==> config.mk <==
export PLATFORM = sky130hd
export DESIGN_NAME = spmd_loader
export DESIGN_NICKNAME = d
export VERILOG_FILES = /design/src/spmd_loader_pkg.sv /design/src/image_ram.sv /design/src/tile_sweep_counter.sv /design/src/load_sequencer.sv /design/src/packet_former.sv /design/src/spmd_loader.sv
export SDC_FILE = /design/constraint.sdc
export NUM_CORES = 1
export LEC_CHECK = 0
export ABC_AREA = 0
export BUFFER_PORTS_ARGS = -buffer_cell sky130_fd_sc_hd__buf_4
export CELL_PAD_IN_SITES_DETAIL_PLACEMENT = 1
export CELL_PAD_IN_SITES_GLOBAL_PLACEMENT = 1
export CORE_ASPECT_RATIO = 2
export CORE_MARGIN = 5
export CORE_UTILIZATION = 45
export DETAILED_ROUTE_END_ITERATION = 7
export GPL_TIMING_DRIVEN = 0
export PLACE_DENSITY_LB_ADDON = 0.08
export RECOVER_POWER = 25
export SETUP_SLACK_MARGIN = 0.1
export SKIP_CTS_REPAIR_TIMING = 1
export SLEW_MARGIN = 20
export SYNTH_ARGS = -nofsm -noshare
export SYNTH_HDL_FRONTEND = slang
export SYNTH_SLANG_ARGS = --single-unit
==> constraint.sdc <==
create_clock -name clk_i -period 3.6 [get_ports clk_i]
set_input_delay 0.54 -clock clk_i [delete_from_list [all_inputs] [get_ports clk_i]]
set_output_delay 0.54 -clock clk_i [all_outputs]
set_load 0.03 [all_outputs]
==> src/spmd_loader_pkg.sv <==
package spmd_loader_pkg;

  // --------------------
  // packet field widths and types
  // --------------------
  localparam int DATA_W = 32;
  typedef logic [DATA_W-1:0] data_t;  // payload or image word

  localparam int ADDR_W = 18;
  typedef logic [ADDR_W-1:0] addr_t;  // destination word address

  localparam int X_CORD_W = 4;
  localparam int Y_CORD_W = 4;
  typedef logic [X_CORD_W-1:0] x_cord_t;
  typedef logic [Y_CORD_W-1:0] y_cord_t;

  // --------------------
  // end-point address map
  // --------------------
  localparam int EPA_BYTE_ADDR_W = 16;

  // config space sits in the upper half of the end-point byte space
  localparam int CFG_BYTE_BASE = 1 << (EPA_BYTE_ADDR_W - 1);

  localparam int CSR_ORG_X_OFS = 4;  // group origin x csr
  localparam int CSR_ORG_Y_OFS = 8;  // group origin y csr

  localparam int ICACHE_BASE_WORD = 1 << 10;  // word address bit 10 selects icache
  localparam int DMEM_START_WORD  = 256;

  // --------------------
  // load phases, in sweep order
  // --------------------
  typedef enum logic [2:0] {
    PH_IDLE,
    PH_CFG,
    PH_ICACHE,
    PH_DMEM,
    PH_UNFREEZE,
    PH_DONE
  } phase_e;

endpackage

==> src/image_ram.sv <==
module image_ram
  import spmd_loader_pkg::*;
#(
  parameter int ICACHE_ENTRIES = 16,
  parameter int DMEM_WORDS     = 8,
  localparam int IMG_DEPTH     = ICACHE_ENTRIES + DMEM_WORDS,
  localparam int IMG_AW        = $clog2(IMG_DEPTH)
) (
  input  logic              clk_i,

  // host side, used only while the loader is idle
  input  logic              we_i,
  input  logic [IMG_AW-1:0] waddr_i,
  input  data_t             wdata_i,

  // loader side
  input  logic              re_i,
  input  logic [IMG_AW-1:0] raddr_i,
  output data_t             rdata_o
);

  // instruction words first, data words directly after
  data_t mem_q [IMG_DEPTH];

  // --------------------
  // write port
  // --------------------
  always_ff @(posedge clk_i) begin
    if (we_i) begin
      mem_q[waddr_i] <= wdata_i;
    end
  end

  // --------------------
  // registered read port
  // --------------------
  // rdata_o keeps its last word while re_i is low, the packet former
  // relies on that when its output stage stalls
  always_ff @(posedge clk_i) begin
    if (re_i) begin
      rdata_o <= mem_q[raddr_i];
    end
  end

endmodule

==> src/tile_sweep_counter.sv <==
module tile_sweep_counter
  import spmd_loader_pkg::*;
#(
  parameter int ICACHE_ENTRIES = 16,
  parameter int DMEM_WORDS     = 8,
  localparam int WORD_MAX      = (ICACHE_ENTRIES > DMEM_WORDS) ? ICACHE_ENTRIES : DMEM_WORDS,
  localparam int WORD_W        = $clog2((WORD_MAX > 2) ? WORD_MAX : 2)
) (
  input  logic              clk_i,
  input  logic              rst_n_i,

  input  phase_e            phase_i,
  input  logic              step_i,     // one item issued this cycle

  input  x_cord_t           tg_org_x_i,
  input  y_cord_t           tg_org_y_i,
  input  x_cord_t           tg_dim_x_i,
  input  y_cord_t           tg_dim_y_i,

  output x_cord_t           x_o,
  output y_cord_t           y_o,
  output logic [WORD_W-1:0] word_o,
  output logic              phase_last_o
);

  // offsets inside the tile group, so the origin never has to be loaded
  x_cord_t           x_ofs_q;
  y_cord_t           y_ofs_q;
  logic [WORD_W-1:0] word_q;

  logic [WORD_W-1:0] word_last;  // index of the last word in a tile
  logic              last_word;
  logic              last_x;
  logic              last_y;

  // --------------------
  // words per tile by phase
  // --------------------
  always_comb begin
    case (phase_i)
      PH_CFG:    word_last = WORD_W'(1);                  // origin x, origin y
      PH_ICACHE: word_last = WORD_W'(ICACHE_ENTRIES - 1);
      PH_DMEM:   word_last = WORD_W'(DMEM_WORDS - 1);
      default:   word_last = '0;                          // single unfreeze store
    endcase
  end

  assign last_word = (word_q == word_last);
  assign last_x    = (x_ofs_q == x_cord_t'(tg_dim_x_i - 1'b1));
  assign last_y    = (y_ofs_q == y_cord_t'(tg_dim_y_i - 1'b1));

  // --------------------
  // nested sweep, y outer, x inner, word innermost
  // --------------------
  always_ff @(posedge clk_i or negedge rst_n_i) begin
    if (!rst_n_i) begin
      x_ofs_q <= '0;
      y_ofs_q <= '0;
      word_q  <= '0;
    end else if (step_i) begin
      if (last_word) begin
        word_q <= '0;
        if (last_x) begin
          x_ofs_q <= '0;
          // wraps back to the origin once the whole group is done
          y_ofs_q <= last_y ? '0 : y_ofs_q + 1'b1;
        end else begin
          x_ofs_q <= x_ofs_q + 1'b1;
        end
      end else begin
        word_q <= word_q + 1'b1;
      end
    end
  end

  assign x_o          = tg_org_x_i + x_ofs_q;
  assign y_o          = tg_org_y_i + y_ofs_q;
  assign word_o       = word_q;
  assign phase_last_o = last_word & last_x & last_y;

endmodule

==> src/load_sequencer.sv <==
module load_sequencer
  import spmd_loader_pkg::*;
(
  input  logic   clk_i,
  input  logic   rst_n_i,

  input  logic   start_i,
  input  logic   issue_i,        // packet former took an item
  input  logic   phase_last_i,   // that item closes the phase
  input  logic   drain_empty_i,  // pipeline empty after this cycle

  output phase_e phase_o,
  output logic   busy_o,
  output logic   done_o
);

  phase_e state_q;
  phase_e state_n;

  // --------------------
  // phase transitions
  // --------------------
  always_comb begin
    state_n = state_q;
    case (state_q)
      PH_IDLE: begin
        if (start_i) begin
          state_n = PH_CFG;
        end
      end
      PH_CFG: begin
        if (issue_i && phase_last_i) begin
          state_n = PH_ICACHE;
        end
      end
      PH_ICACHE: begin
        if (issue_i && phase_last_i) begin
          state_n = PH_DMEM;
        end
      end
      PH_DMEM: begin
        if (issue_i && phase_last_i) begin
          state_n = PH_UNFREEZE;
        end
      end
      PH_UNFREEZE: begin
        if (issue_i && phase_last_i) begin
          state_n = PH_DONE;
        end
      end
      PH_DONE: begin
        // wait for the last packets still in the pipeline
        if (drain_empty_i) begin
          state_n = PH_IDLE;
        end
      end
      default: state_n = PH_IDLE;
    endcase
  end

  always_ff @(posedge clk_i or negedge rst_n_i) begin
    if (!rst_n_i) begin
      state_q <= PH_IDLE;
    end else begin
      state_q <= state_n;
    end
  end

  // --------------------
  // outputs
  // --------------------
  // the start cycle already shows PH_CFG, so the first config store is
  // issued together with start_i and leaves two cycles later
  assign phase_o = (state_q == PH_IDLE && start_i) ? PH_CFG : state_q;

  assign done_o  = (state_q == PH_DONE) && drain_empty_i;  // on the final transfer
  assign busy_o  = (state_q != PH_IDLE) && !done_o;

endmodule

==> src/packet_former.sv <==
module packet_former
  import spmd_loader_pkg::*;
#(
  parameter int ICACHE_ENTRIES = 16,
  parameter int DMEM_WORDS     = 8,
  localparam int IMG_AW        = $clog2(ICACHE_ENTRIES + DMEM_WORDS),
  localparam int WORD_MAX      = (ICACHE_ENTRIES > DMEM_WORDS) ? ICACHE_ENTRIES : DMEM_WORDS,
  localparam int WORD_W        = $clog2((WORD_MAX > 2) ? WORD_MAX : 2)
) (
  input  logic              clk_i,
  input  logic              rst_n_i,

  input  phase_e            phase_i,
  input  x_cord_t           x_i,
  input  y_cord_t           y_i,
  input  logic [WORD_W-1:0] word_i,
  input  x_cord_t           my_x_i,
  input  y_cord_t           my_y_i,
  input  x_cord_t           tg_org_x_i,
  input  y_cord_t           tg_org_y_i,
  input  data_t             rdata_i,
  input  logic              pkt_ready_i,

  output logic              issue_o,
  output logic              rd_en_o,
  output logic [IMG_AW-1:0] rd_addr_o,
  output logic              drain_empty_o,

  output logic              pkt_v_o,
  output addr_t             pkt_addr_o,
  output data_t             pkt_data_o,
  output x_cord_t           pkt_x_o,
  output y_cord_t           pkt_y_o,
  output x_cord_t           pkt_src_x_o,
  output y_cord_t           pkt_src_y_o
);

  logic    active;     // phase that produces packets
  logic    s2_ready;   // output register can take a new packet
  logic    s1_adv;     // stage 1 can take a new item
  addr_t   dst_addr;
  data_t   payload;

  logic    s1_v_q;
  phase_e  s1_phase_q;
  logic    s1_hi_q;    // second config store, origin y
  addr_t   s1_addr_q;
  x_cord_t s1_x_q;
  y_cord_t s1_y_q;

  // --------------------
  // stage 1: issue, image read, destination
  // --------------------
  assign active   = (phase_i == PH_CFG) || (phase_i == PH_ICACHE) ||
                    (phase_i == PH_DMEM) || (phase_i == PH_UNFREEZE);
  assign s2_ready = !pkt_v_o || pkt_ready_i;
  assign s1_adv   = !s1_v_q || s2_ready;
  assign issue_o  = active && s1_adv;

  assign rd_en_o   = issue_o && ((phase_i == PH_ICACHE) || (phase_i == PH_DMEM));
  assign rd_addr_o = (phase_i == PH_DMEM) ? IMG_AW'(ICACHE_ENTRIES) + IMG_AW'(word_i)
                                          : IMG_AW'(word_i);

  always_comb begin
    case (phase_i)
      PH_CFG: begin
        dst_addr = word_i[0] ? addr_t'((CFG_BYTE_BASE + CSR_ORG_Y_OFS) >> 2)
                             : addr_t'((CFG_BYTE_BASE + CSR_ORG_X_OFS) >> 2);
      end
      PH_ICACHE: dst_addr = addr_t'(ICACHE_BASE_WORD) | addr_t'(word_i);
      PH_DMEM:   dst_addr = addr_t'(DMEM_START_WORD) + addr_t'(word_i);
      default:   dst_addr = addr_t'(CFG_BYTE_BASE >> 2);  // unfreeze
    endcase
  end

  always_ff @(posedge clk_i or negedge rst_n_i) begin
    if (!rst_n_i) begin
      s1_v_q <= 1'b0;
    end else if (s1_adv) begin
      s1_v_q <= issue_o;
    end
  end

  always_ff @(posedge clk_i) begin
    if (issue_o) begin
      s1_phase_q <= phase_i;
      s1_hi_q    <= word_i[0];
      s1_addr_q  <= dst_addr;
      s1_x_q     <= x_i;
      s1_y_q     <= y_i;
    end
  end

  // --------------------
  // stage 2: payload select and output register
  // --------------------
  always_comb begin
    case (s1_phase_q)
      PH_CFG:             payload = s1_hi_q ? data_t'(tg_org_y_i) : data_t'(tg_org_x_i);
      PH_ICACHE, PH_DMEM: payload = rdata_i;  // read issued with this item
      default:            payload = '0;
    endcase
  end

  always_ff @(posedge clk_i or negedge rst_n_i) begin
    if (!rst_n_i) begin
      pkt_v_o <= 1'b0;
    end else if (s2_ready) begin
      pkt_v_o <= s1_v_q;
    end
  end

  // fields only move when the register is free, so they hold under stall
  always_ff @(posedge clk_i) begin
    if (s2_ready && s1_v_q) begin
      pkt_addr_o  <= s1_addr_q;
      pkt_data_o  <= payload;
      pkt_x_o     <= s1_x_q;
      pkt_y_o     <= s1_y_q;
      pkt_src_x_o <= my_x_i;
      pkt_src_y_o <= my_y_i;
    end
  end

  assign drain_empty_o = !s1_v_q && s2_ready;  // nothing left after this cycle

endmodule

==> src/spmd_loader.sv <==
module spmd_loader
  import spmd_loader_pkg::*;
#(
  parameter int ICACHE_ENTRIES = 16,
  parameter int DMEM_WORDS     = 8,
  localparam int IMG_AW        = $clog2(ICACHE_ENTRIES + DMEM_WORDS),
  localparam int WORD_MAX      = (ICACHE_ENTRIES > DMEM_WORDS) ? ICACHE_ENTRIES : DMEM_WORDS,
  localparam int WORD_W        = $clog2((WORD_MAX > 2) ? WORD_MAX : 2)
) (
  input  logic              clk_i,
  input  logic              rst_n_i,
  input  logic              start_i,

  // host image write port
  input  logic              img_we_i,
  input  logic [IMG_AW-1:0] img_addr_i,
  input  data_t             img_wdata_i,

  // tile group, held stable while busy
  input  x_cord_t           tg_org_x_i,
  input  y_cord_t           tg_org_y_i,
  input  x_cord_t           tg_dim_x_i,
  input  y_cord_t           tg_dim_y_i,
  input  x_cord_t           my_x_i,
  input  y_cord_t           my_y_i,

  // remote store packets
  output logic              pkt_v_o,
  input  logic              pkt_ready_i,
  output addr_t             pkt_addr_o,
  output data_t             pkt_data_o,
  output x_cord_t           pkt_x_o,
  output y_cord_t           pkt_y_o,
  output x_cord_t           pkt_src_x_o,
  output y_cord_t           pkt_src_y_o,

  output logic              busy_o,
  output logic              done_o
);

  phase_e            phase;
  logic              issue;
  logic              phase_last;
  logic              drain_empty;
  x_cord_t           sweep_x;
  y_cord_t           sweep_y;
  logic [WORD_W-1:0] sweep_word;
  logic              rd_en;
  logic [IMG_AW-1:0] rd_addr;
  data_t             rdata;

  // --------------------
  // image store
  // --------------------
  image_ram #(
    .ICACHE_ENTRIES (ICACHE_ENTRIES),
    .DMEM_WORDS     (DMEM_WORDS)
  ) u_image_ram (
    .clk_i   (clk_i),
    .we_i    (img_we_i),
    .waddr_i (img_addr_i),
    .wdata_i (img_wdata_i),
    .re_i    (rd_en),
    .raddr_i (rd_addr),
    .rdata_o (rdata)
  );

  // --------------------
  // control
  // --------------------
  tile_sweep_counter #(
    .ICACHE_ENTRIES (ICACHE_ENTRIES),
    .DMEM_WORDS     (DMEM_WORDS)
  ) u_tile_sweep_counter (
    .clk_i        (clk_i),
    .rst_n_i      (rst_n_i),
    .phase_i      (phase),
    .step_i       (issue),
    .tg_org_x_i   (tg_org_x_i),
    .tg_org_y_i   (tg_org_y_i),
    .tg_dim_x_i   (tg_dim_x_i),
    .tg_dim_y_i   (tg_dim_y_i),
    .x_o          (sweep_x),
    .y_o          (sweep_y),
    .word_o       (sweep_word),
    .phase_last_o (phase_last)
  );

  load_sequencer u_load_sequencer (
    .clk_i         (clk_i),
    .rst_n_i       (rst_n_i),
    .start_i       (start_i),
    .issue_i       (issue),
    .phase_last_i  (phase_last),
    .drain_empty_i (drain_empty),
    .phase_o       (phase),
    .busy_o        (busy_o),
    .done_o        (done_o)
  );

  // --------------------
  // packet pipeline
  // --------------------
  packet_former #(
    .ICACHE_ENTRIES (ICACHE_ENTRIES),
    .DMEM_WORDS     (DMEM_WORDS)
  ) u_packet_former (
    .clk_i         (clk_i),
    .rst_n_i       (rst_n_i),
    .phase_i       (phase),
    .x_i           (sweep_x),
    .y_i           (sweep_y),
    .word_i        (sweep_word),
    .my_x_i        (my_x_i),
    .my_y_i        (my_y_i),
    .tg_org_x_i    (tg_org_x_i),
    .tg_org_y_i    (tg_org_y_i),
    .rdata_i       (rdata),
    .pkt_ready_i   (pkt_ready_i),
    .issue_o       (issue),
    .rd_en_o       (rd_en),
    .rd_addr_o     (rd_addr),
    .drain_empty_o (drain_empty),
    .pkt_v_o       (pkt_v_o),
    .pkt_addr_o    (pkt_addr_o),
    .pkt_data_o    (pkt_data_o),
    .pkt_x_o       (pkt_x_o),
    .pkt_y_o       (pkt_y_o),
    .pkt_src_x_o   (pkt_src_x_o),
    .pkt_src_y_o   (pkt_src_y_o)
  );

endmodule

==> key figures, run 1 <==
Pwr
  – PD cells: between 600 and 700 mW/mm^2
  – Overall Power: 0.02722 W
  – VDD IR max: 0.3704 mV
  – Leak Pwr: around 13 nW

Yosys
  – Simple-gate share of the synthesized area: 0.02360
  – Yosys top cell area share: 0.7639
  – Post-synthesis mux area share: 0.1613
  – Leading register cell type out of synthesis: edfxtp_1
  – Synth cell types: 54
  – Synth Cell Area: about 0.034 mm^2
  – Average cell area after synthesis: about 23 um^2
  – Top-count cell post-synth: edfxtp_1
  – Ys async rst share: 0.01908
  – Synth area leaders: edfxtp_1 (76%), mux4_2 (13%), mux4_1 (2.3%)
  – Synth Warn #: 0
  – Sequential share of the synthesized area: 0.7763
  – Post-Synth Adder-Cell Area: 0.005172
  – Largest family of logic cells by synthesized area: multiplexers
  – XOR/XNOR Fraction of Synth Area: 0.005026
  – Post-synth top area cell: edfxtp_1
  – Flops & latches, synth: 891
  – Number of synthesized flops with an enable pin: around 900
  – Top post-synthesis cells by count: edfxtp_1 (874), mux4_2 (194), nand2_1 (54), nor2_1 (38), mux2i_1 (36)
  – Synth Area in Compound Gates: 0.01118
  – Cells after Synth: ~1500

Global routing
  – Initial antenna violation count: 3
  – GRT Util Overall: 0.2142
  – Largest net degree at the start of global routing: 38
  – First-pass GRT wire length: around 130 mm
  – GRT overflow: 0
  – Vias in the first global route: between 15000 and 20000

Detailed routing
  – Total detailed-routing wirelength: 87.00 mm
  – DRT iter0 DRCs: 1042
  – Antenna-violating nets left: 0
  – Drt pass-1 iters: 7
  – Vias post-DR: approximately 16000
  – Routed vias/inst: 5.593
  – Wire per inst: just over 30 um
  – Drc violations: 0

Critical path
  – Req. time, crit path: slightly below 4000 ps
  – CP arrival: approximately 3600 ps
  – Worst Path Max Fanout: 10
  – CP Class: reg2reg
  – CP Launch Type: flip-flop
  – Critical Path End Type: flip-flop

Floorplanning
  – Core area: around 0.076 mm^2
  – # rows: 143
  – Die ar.: roughly 0.08 mm^2
  – Die height: ~400 um
  – Initial Util: 0.4529
  – Die W: about 210 um
  – Io pins: 135

Clock network
  – CTS tree: built
  – CTS Buf Count: 79
  – H-tree depth: 3
  – Clock Path Buffers: 3
  – Clock sinks: slightly below 900
  – Clock Latency Late Sink: 650 ps
  – Clock transition at path regs: roughly 60 ps
  – CTS Root Cell: clkbuf_16

Placed design
  – Dpl hpwl: a little over 60 mm
  – DP Area: around 0.038 mm^2
  – PortBufs: between 100 and 150
  – Final Wtd Congestion: between 0.7 and 0.8

STA
  – Slew HR: 0.2406
  – RSZ-0062 raised after global routing: false
  – Final Skew: between 15 and 20 ps
  – Fin. Hold Viols: 0
  – Final Cycle Share: 0.9023
  – Slew at the pin closest to its max-slew limit: 1139 ps
  – Max Slew Vio Count: 0
  – Max Clk Rate: ~310 MHz
  – Number of setup violations in the final report: 0
  – Tmin final: 3248 ps

Status
  – Status: finished clean

Run
  – Max-Cap Viols: 0

Finish
  – Layout Area Growth over Synthesis: 18.32%
  – Layout net count: between 1500 and 2000
  – Share of post-route cells with drive strength above 1: 0.2951
  – Final non-filler cell area: 0.04065 mm^2

Hold path
  – Hold Path Class: in2reg
report_power, final:
group	internal (W)	total, W	switching [W]
clock network	0.00511	0.00887	0.00377
logic	0.00303	0.00647	0.00343
registers	0.0118	0.0119	0.000112
total	0.0199	0.0272	0.00731
routing by layer:
layer | vias up | wire, um | global-route usage
met2 | 419 | 50170 | 0.4092
met1 | 8641 | 31400 | 0.2474
met5 | - | 13 | 0
met3 | 109 | 3662 | 0.03568
li1 | 6842 | - | -
met4 | 2 | 1755 | 0.05246
kinds of logic after synthesis:
family	after synthesis
xor+xnor	18
compound gates	68
mux	262
simple gates	163
other cells	1
fa+ha+maj	13
buf+inv	105
flops	891
flip-flops by register name (all words and copies together) (netlist names):
signal and cells:
u_tile_sweep_counter.word_o 4, u_packet_former.s1_phase_q 3, u_packet_former.s1_y_q 4, u_packet_former.pkt_data_o 32, u_packet_former.pkt_src_x_o 4, u_packet_former.pkt_v_o 1, u_packet_former.s1_x_q 4, u_packet_former.pkt_y_o 4
u_image_ram.mem_q 768, u_packet_former.s1_hi_q 1, u_packet_former.s1_v_q 1, u_packet_former.pkt_src_y_o 4, u_packet_former.s1_addr_q 7, u_packet_former.pkt_addr_o 7, u_packet_former.pkt_x_o 4, u_tile_sweep_counter.x_ofs_q 4
u_tile_sweep_counter.y_ofs_q 4, u_image_ram.rdata_o 32, u_load_sequencer.state_q 3
stage by stage:
step           utilization  setup WS [ps]  cells  TNS [ps]  hold WS [ps]
5_1_grt             0.5358          209.2   2862         0         58.52
2_1_floorplan            -          654.8   1531         0         244.4
3_5_place_dp        0.5015          257.7   2716         0         406.3
6_report            0.5358          351.6   2863         0         98.44
3_3_place_gp        0.4823          -1770   2669  -1004040         400.5
4_1_cts             0.5369          251.8   2861         0        -282.1
worst paths after layout:
kind	startpoint	end	slack, ps	cells past startpoint
max in group asynchronous	rst_n_i	u_tile_sweep_counter.word_o[0]	3050	2
max reg2reg	u_tile_sweep_counter.word_o[1]	u_image_ram.rdata_o[6]	350	7
min	my_x_i[2]	u_packet_former.pkt_src_x_o[2]	100	1
min reg2reg	u_packet_former.s1_y_q[2]	u_packet_former.pkt_y_o[2]	420	0
max	u_tile_sweep_counter.word_o[1]	u_image_ram.rdata_o[6]	350	7
min in group asynchronous	rst_n_i	u_tile_sweep_counter.x_ofs_q[2]	310	2
critical path: stages (launching register included):
cell and delay (ps):
dfrtp_1 350, buf_2 290, buf_2 420, buf_2 490
clkbuf_1 660, mux4_2 400, mux2i_1 140, o21ai_1 150
cells in the final DEF, fill, tap and decap left out, types with 4 or more instances in the layout:
cell type,n
and2_1,28
nand3_1,7
buf_16,43
clkbuf_16,83
bufinv_16,12
clkbuf_1,61
a21oi_1,7
xor2_1,7
o21ai_0,15
inv_1,21
mux2i_1,36
nand2_1,54
nor3_1,6
buf_2,26
clkinv_2,15
xnor2_1,10
nor2_1,13
ha_1,11
mux4_2,194
inv_6,4
o21ai_1,32
mux4_1,30
dfrtp_1,17
buf_12,4
conb_1,11
nor2_4,25
clkbuf_4,8
buf_1,7
clkinv_1,16
nand2b_1,5
edfxtp_1,874
nand3b_1,6
buf_6,12
buf_4,101
area by class of cell:
| class | count | area [um^2] |
|---|---|---|
| well taps | 1015 | 1270 |
| clock buffers | 97 | 2140 |
| repair buffers | 171 | 2100 |
| clock inverters | 48 | 551.8 |
| fillers | 6636 | 35220 |
| diodes | 1 | 2.502 |
| multi-input cells | 535 | 7317 |
| plain buffers | 83 | 514.2 |
| inverters | 22 | 82.58 |
| flip-flops and latches | 891 | 26670 |
No activity file was read; power rests on OpenSTA's default activity.
==> run 2: changes to the inputs <==
==> constraint.sdc (replaced) <==
create_clock -name clk_i -period 3.6 [get_ports clk_i]
set_input_delay 0 -clock clk_i [delete_from_list [all_inputs] [get_ports clk_i]]
set_output_delay 0 -clock clk_i [all_outputs]
set_load 0.03 [all_outputs]
==> run 2 against run 1 <==
  * Count of clock-buffer cells in the layout unchanged
  * Critical path type unchanged
  * Largest cell class unchanged
  * Utilization increased by 0.79 points
  * Flip-flop and latch count is the same
  * Routed wire length rose by 0.53%
  * Largest power group unchanged
  * Hold slack got worse by 160 ps
  * Via count increased by 1.6%
  * First-iteration DRC count down 4.1%
  * Die area unchanged
  * The run now ends with negative hold slack left
  * Non-clock buffer count grew 58
==> key figures, run 2 (synthesized netlist as in run 1, its figures left out) <==
Status
  – Status: finished, violations left
  – Failing checks: negative hold slack

Global routing
  – GRT Util Overall: 0.2142 (unchanged)
  – GRT overflow: 0 (unchanged)
  – Vias in the first global route: 17830 (unchanged)
  – First-pass GRT wire length: 125.5 mm (unchanged)
  – Initial antenna violation count: 2 (-1)
  – Largest net degree at the start of global routing: 38 (unchanged)

STA
  – Slew at the pin closest to its max-slew limit: 1124 ps (-15.11 ps)
  – Fin. Hold Viols: 2 (+2)
  – Tmin final: 3267 ps (+18.33 ps)
  – Max Clk Rate: 306.1 MHz (-0.56%)
  – Final Cycle Share: 0.9074 (+0.005093)
  – Setup TNS: 0 ps (unchanged)
  – Slew HR: 0.2506 (+0.01008)
  – Worst hold margin: -65.23 ps (-163.7 ps)
  – RSZ-0062 raised after global routing: false
  – Number of setup violations in the final report: 0 (unchanged)
  – Final Skew: 15.11 ps (-1.237 ps)
  – Max Slew Vio Count: 0 (unchanged)

Pwr
  – Leak Pwr: 13.62 nW (+1.9%)
  – VDD IR max: 0.3759 mV (+1.5%)
  – PD cells: 661.6 mW/mm^2 (-1.2%)

Detailed routing
  – Drt pass-1 iters: 7 (unchanged)
  – Vias post-DR: 16270 (+1.6%)
  – Routed vias/inst: 5.571 (-0.39%)
  – Drc violations: 0 (unchanged)
  – DRT iter0 DRCs: 999 (-4.1%)
  – Antenna-violating nets left: 0 (unchanged)
  – Total detailed-routing wirelength: 87.46 mm (+0.53%)
  – Wire per inst: 29.94 um (-1.5%)

Clock network
  – Clock transition at path regs: 60 ps (about the same)
  – Clock sinks: 891 (unchanged)
  – CTS Buf Count: 79 (unchanged)
  – Clock Path Buffers: 3 (unchanged)
  – H-tree depth: 3 (unchanged)
  – CTS Root Cell: clkbuf_16
  – CTS tree: built
  – Clock Latency Late Sink: 650 ps (about the same)

Run
  – Max-Cap Viols: 0 (unchanged)

Finish
  – Largest Register: u_image_ram.mem_q
  – Final non-filler cell area: 0.04124 mm^2 (+1.5%)
  – Most frequent cells in the layout: edfxtp_1 (874), mux4_2 (194), buf_4 (105)
  – Layout Area Growth over Synthesis: 20.05%
  – Commonest non-fill, non-tap cell in the layout: edfxtp_1
  – Share of post-route cells with drive strength above 1: 0.2882 (-0.006884)
  – Registers with the most flip-flops: u_image_ram.mem_q: 768 flops, u_image_ram.rdata_o: 32 flops, u_packet_former.pkt_data_o: 32 flops
  – Layout net count: 1920 (+3.1%)
  – Max reg flops: 768 (unchanged)

Critical path
  – CP Launch Type: flip-flop
  – Worst Path Max Fanout: 10 (unchanged)
  – CP arrival: 3600 ps (+20 ps)
  – Worst r2r path cells: 7 (unchanged)
  – Req. time, crit path: 3930 ps (about the same)
  – Critical Path End Type: flip-flop
  – Reg2reg end: u_image_ram.rdata_o[6]
  – Reg2reg start: u_tile_sweep_counter.word_o[1]
  – CP Class: reg2reg
  – FF-to-FF setup slack: 330 ps (-20 ps)

Placed design
  – DP Area: 0.03804 mm^2 (unchanged)
  – Dpl hpwl: 60.52 mm (unchanged)
  – Final Wtd Congestion: 0.7653 (unchanged)
  – PortBufs: 123 (unchanged)

Hold path
  – Hold Path Class: in2reg
  – Hold worst-path end: u_tile_sweep_counter.x_ofs_q[2]
  – WHS Path Cells: 6 (+5)
  – Hold Startpoint: tg_dim_x_i[1]

Floorplanning
  – Io pins: 135 (unchanged)
  – # rows: 143 (unchanged)
  – Die W: 205.4 um (unchanged)
  – Initial Util: 0.4529 (unchanged)
  – Core area: 0.07586 mm^2 (unchanged)
  – Die height: 400.8 um (unchanged)
  – Die ar.: 0.08231 mm^2 (unchanged)
[run 2: cell count changes in the layout (fill, tap and decap cells not counted), sizes merged]
cell         previous run  this run
clkbuf                154       150
buf                   196       200
dlygate4sd3             1        59
[run 2: worst max-delay path by stage]
stage,from,to,cells after the start
finish,u_tile_sweep_counter.word_o[1],u_image_ram.rdata_o[6],7
global route,u_tile_sweep_counter.word_o[1],u_image_ram.rdata_o[6],7
CTS,u_tile_sweep_counter.word_o[1],u_image_ram.rdata_o[6],7
detailed placement,u_tile_sweep_counter.word_o[1],u_image_ram.rdata_o[6],7
global placement,img_addr_i[1],u_image_ram.mem_q[12][0],4
floorplan,u_load_sequencer.state_q[0],u_image_ram.rdata_o[0],3
[run 2: area by class of cell]
type                            instances  area, um^2
Antenna cell                            1       2.502
Buffer                                 83       514.2
Clock buffer                           97        2140
Clock inverter                         48       551.8
Fill cell                            6605       34620
Inverter                               22       82.58
Multi-Input combinational cell        535        7317
Sequential cell                       891       26670
Tap cell                             1015        1270
Timing Repair Buffer                  229        2695
[run 2: critical path: stages, from the launching register on]
cell and delay (ps):
dfrtp_1 350, buf_2 290, buf_2 420, buf_2 500, clkbuf_1 670, mux4_2 400, mux2i_1 140, o21ai_1 150
[run 2: routing by layer]
| layer | global-route usage | wire [um] |
|---|---|---|
| met1 | 0.2474 | 31610 |
| met2 | 0.4092 | 50510 |
| met3 | 0.03568 | 3567 |
| met4 | 0.05246 | 1778 |
| met5 | 0 | 0 |
[run 2: stage by stage]
stage	setup WS, ps	cells	utilization	total power [W]
after floorplan	972.1	1531	-	0.01654
after global placement	-1230	2669	0.4823	0.01855
after detailed placement	257.7	2716	0.5015	0.01874
after CTS	251.8	2861	0.5369	0.02763
after global routing	209.2	2920	0.5436	0.02839
final	333.3	2921	0.5437	0.02729
[run 2: power by group]
part	switching (W)	internal [W]
sequential	0.000113	0.0118
clock	0.00377	0.00511
combinational	0.00344	0.00309
==> run 3: changes to the inputs <==
==> constraint.sdc (replaced) <==
create_clock -name clk_i -period 3.6 [get_ports clk_i]
set_input_delay 0.18 -clock clk_i [delete_from_list [all_inputs] [get_ports clk_i]]
set_output_delay 0.18 -clock clk_i [all_outputs]
set_load 0.03 [all_outputs]
==> run 3 against run 2 <==
  * The run still ends with negative hold slack left
  * Hold slack better by 58 ps
  * Global-route usage unchanged
  * Clock power about the same
  * Power about the same
  * Sequential share of layout area up 0.13 points
  * Combinational power about the same
  * Register-to-register slack better by 20 ps
  * Final cell count down 0.27%
  * Setup slack better by 17 ps
==> key figures, run 3 (synthesized netlist as in run 1, its figures left out) <==
STA
  – Tmin final: 3250 ps (-17.18 ps)
  – Slew HR: 0.2478 (-0.002825)
  – RSZ-0062 raised after global routing: false
  – Slew at the pin closest to its max-slew limit: 1128 ps (+4.237 ps)
  – Final Cycle Share: 0.9026 (-0.004773)
  – Final Skew: 16.67 ps (+1.557 ps)
  – Worst hold margin: -6.991 ps (+58.24 ps)
  – Max Clk Rate: 307.7 MHz (+0.53%)
  – Max Slew Vio Count: 0 (unchanged)
  – Fin. Hold Viols: 1 (-1)
  – Number of setup violations in the final report: 0 (unchanged)

Detailed routing
  – Drc violations: 0 (unchanged)
  – Routed vias/inst: 5.577 (+0.11%)
  – Drt pass-1 iters: 7 (unchanged)
  – Vias post-DR: 16250 (-0.17%)
  – Antenna-violating nets left: 0 (unchanged)
  – Total detailed-routing wirelength: 87.40 mm (about the same)
  – DRT iter0 DRCs: 1031 (+3.2%)
  – Wire per inst: 30.00 um (+0.21%)

Clock network
  – CTS tree: built
  – H-tree depth: 3 (unchanged)
  – Clock sinks: 891 (unchanged)
  – CTS Buf Count: 79 (unchanged)
  – Clock Path Buffers: 3 (unchanged)
  – CTS Root Cell: clkbuf_16
  – Clock Latency Late Sink: 650 ps (about the same)
  – Clock transition at path regs: 60 ps (about the same)

Finish
  – Registers with the most flip-flops: u_image_ram.mem_q: 768 flops, u_image_ram.rdata_o: 32 flops, u_packet_former.pkt_data_o: 32 flops
  – Layout Area Growth over Synthesis: 19.82%
  – Final cell count without fillers: 2913 (-0.27%)
  – Layout net count: 1912 (-0.42%)
  – Largest Register: u_image_ram.mem_q
  – Share of post-route cells with drive strength above 1: 0.2894 (+0.001215)
  – Most frequent cells in the layout: edfxtp_1 (874), mux4_2 (194), buf_4 (105)
  – Finished Core Util: 0.5426 (-0.001056)
  – Commonest non-fill, non-tap cell in the layout: edfxtp_1
  – Max reg flops: 768 (unchanged)

Pwr
  – Clk network pwr share: 0.325 (about the same)
  – VDD IR max: 0.3759 mV (about the same)
  – Flop pwr share: 0.436 (about the same)
  – PD cells: 662.7 mW/mm^2 (+0.15%)
  – NetSw: 0.007323 W (about the same)
  – Leak Pwr: 13.58 nW (-0.25%)
  – Combinational power share: 0.239 (about the same)
  – Sw frac: 0.2685 (about the same)
  – Pint: 0.01995 W (about the same)

Critical path
  – Worst setup path startpoint: u_tile_sweep_counter.word_o[1]
  – CP Class: reg2reg
  – Worst r2r path cells: 7 (unchanged)
  – Worst Path Max Fanout: 10 (unchanged)
  – FF-to-FF setup slack: 350 ps (+20 ps)
  – Slowest CP cell: buf_1
  – CP Launch Type: flip-flop
  – Critical Path End Type: flip-flop
  – Critical path, cell by cell: buf_2, buf_2, buf_1, mux4_2, mux4_2, nand2_1, o21ai_1
  – Reg2reg end: u_image_ram.rdata_o[20]
  – CP arrival: 3610 ps (about the same)
  – Reg2reg start: u_tile_sweep_counter.word_o[1]
  – Req. time, crit path: 3960 ps (+30 ps)
  – Worst setup path endpoint: u_image_ram.rdata_o[20]
  – CP max stage delay: 760 ps (+90 ps)

Placed design
  – Final Wtd Congestion: 0.7653 (unchanged)
  – Dpl hpwl: 60.52 mm (unchanged)
  – PortBufs: 123 (unchanged)
  – Placed cell count: 2716 (unchanged)

Floorplanning
  – Die W: 205.4 um (unchanged)
  – # rows: 143 (unchanged)
  – Die height: 400.8 um (unchanged)
  – Initial Util: 0.4529 (unchanged)
  – Die ar.: 0.08231 mm^2 (unchanged)
  – Io pins: 135 (unchanged)
  – Core area: 0.07586 mm^2 (unchanged)

Global routing
  – First-pass GRT wire length: 125.5 mm (unchanged)
  – GRT overflow: 0 (unchanged)
  – Vias in the first global route: 17830 (unchanged)
  – GRT Util Overall: 0.2142 (unchanged)
  – Largest net degree at the start of global routing: 38 (unchanged)
  – Initial antenna violation count: 2 (unchanged)

Status
  – Failing checks: negative hold slack
  – Status: finished, violations left

Hold path
  – Hold Path Class: in2reg

Run
  – Max-Cap Viols: 0 (unchanged)
-- run 3: final cells by class --
cell class / instances / area (um^2)
Fill cell: 6603 / 34700
Clock inverter: 48 / 551.8
Tap cell: 1015 / 1270
Timing Repair Buffer: 221 / 2615
Antenna cell: 1 / 2.502
Multi-Input combinational cell: 535 / 7317
Sequential cell: 891 / 26670
Buffer: 83 / 514.2
Clock buffer: 97 / 2140
Inverter: 22 / 82.58
-- run 3: through the flow --
stage | cell area, um^2 | power [W] | TNS [ps] | hold slack, ps | worst slack, ps
floorplan | 34390 | 0.01654 | 0 | -115.6 | 972.1
CTS | 40730 | 0.02763 | 0 | -642.1 | 251.8
detailed placement | 38040 | 0.01874 | 0 | 79.30 | 257.7
global route | 41160 | 0.02837 | 0 | 33.77 | 209.2
finish | 41160 | 0.02728 | 0 | -6.991 | 350.5
global placement | 36590 | 0.01855 | -727560 | 79.15 | -1410
-- run 3: worst min path at each step --
stage                              from                               to  slack, ps  cells after the start
after floorplan                 rst_n_i      u_load_sequencer.state_q[0]       -120                      0
after global placement          rst_n_i  u_tile_sweep_counter.x_ofs_q[2]         80                      1
after detailed placement        rst_n_i  u_tile_sweep_counter.x_ofs_q[3]         80                      1
after CTS                       rst_n_i  u_tile_sweep_counter.x_ofs_q[2]       -640                      1
after global routing      tg_org_x_i[2]    u_packet_former.pkt_data_o[2]         30                      3
final                     tg_org_y_i[2]    u_packet_former.pkt_data_o[2]         -7                      3
-- run 3: power groups by stage --
stage | Combinational (W) | Sequential (W) | Clock (W)
2_1_floorplan | 0.00437 | 0.0122 | 0
3_3_place_gp | 0.00644 | 0.0121 | 0
3_5_place_dp | 0.00663 | 0.0121 | 0
4_1_cts | 0.00666 | 0.0119 | 0.00909
5_1_grt | 0.00695 | 0.0119 | 0.00951
6_report | 0.00652 | 0.0119 | 0.00888
-- run 3: routing by layer --
metal / share of wire / vias up / GRT usage
li1: - / 6955 / -
met1: 0.36 / 8756 / 0.2474
met2: 0.58 / 429 / 0.4092
met3: 0.042 / 106 / 0.03568
met4: 0.021 / 0 / 0.05246
met5: 0 / - / 0
-- run 3: critical path: cells and delay by family (launching register included) --
family	cells	cell delay, ps
muxes	2	920
and+or+nand+nor	1	130
AOI/OAI and AO/OA	1	80
buffers and inverters	3	1470
DFF	1	350
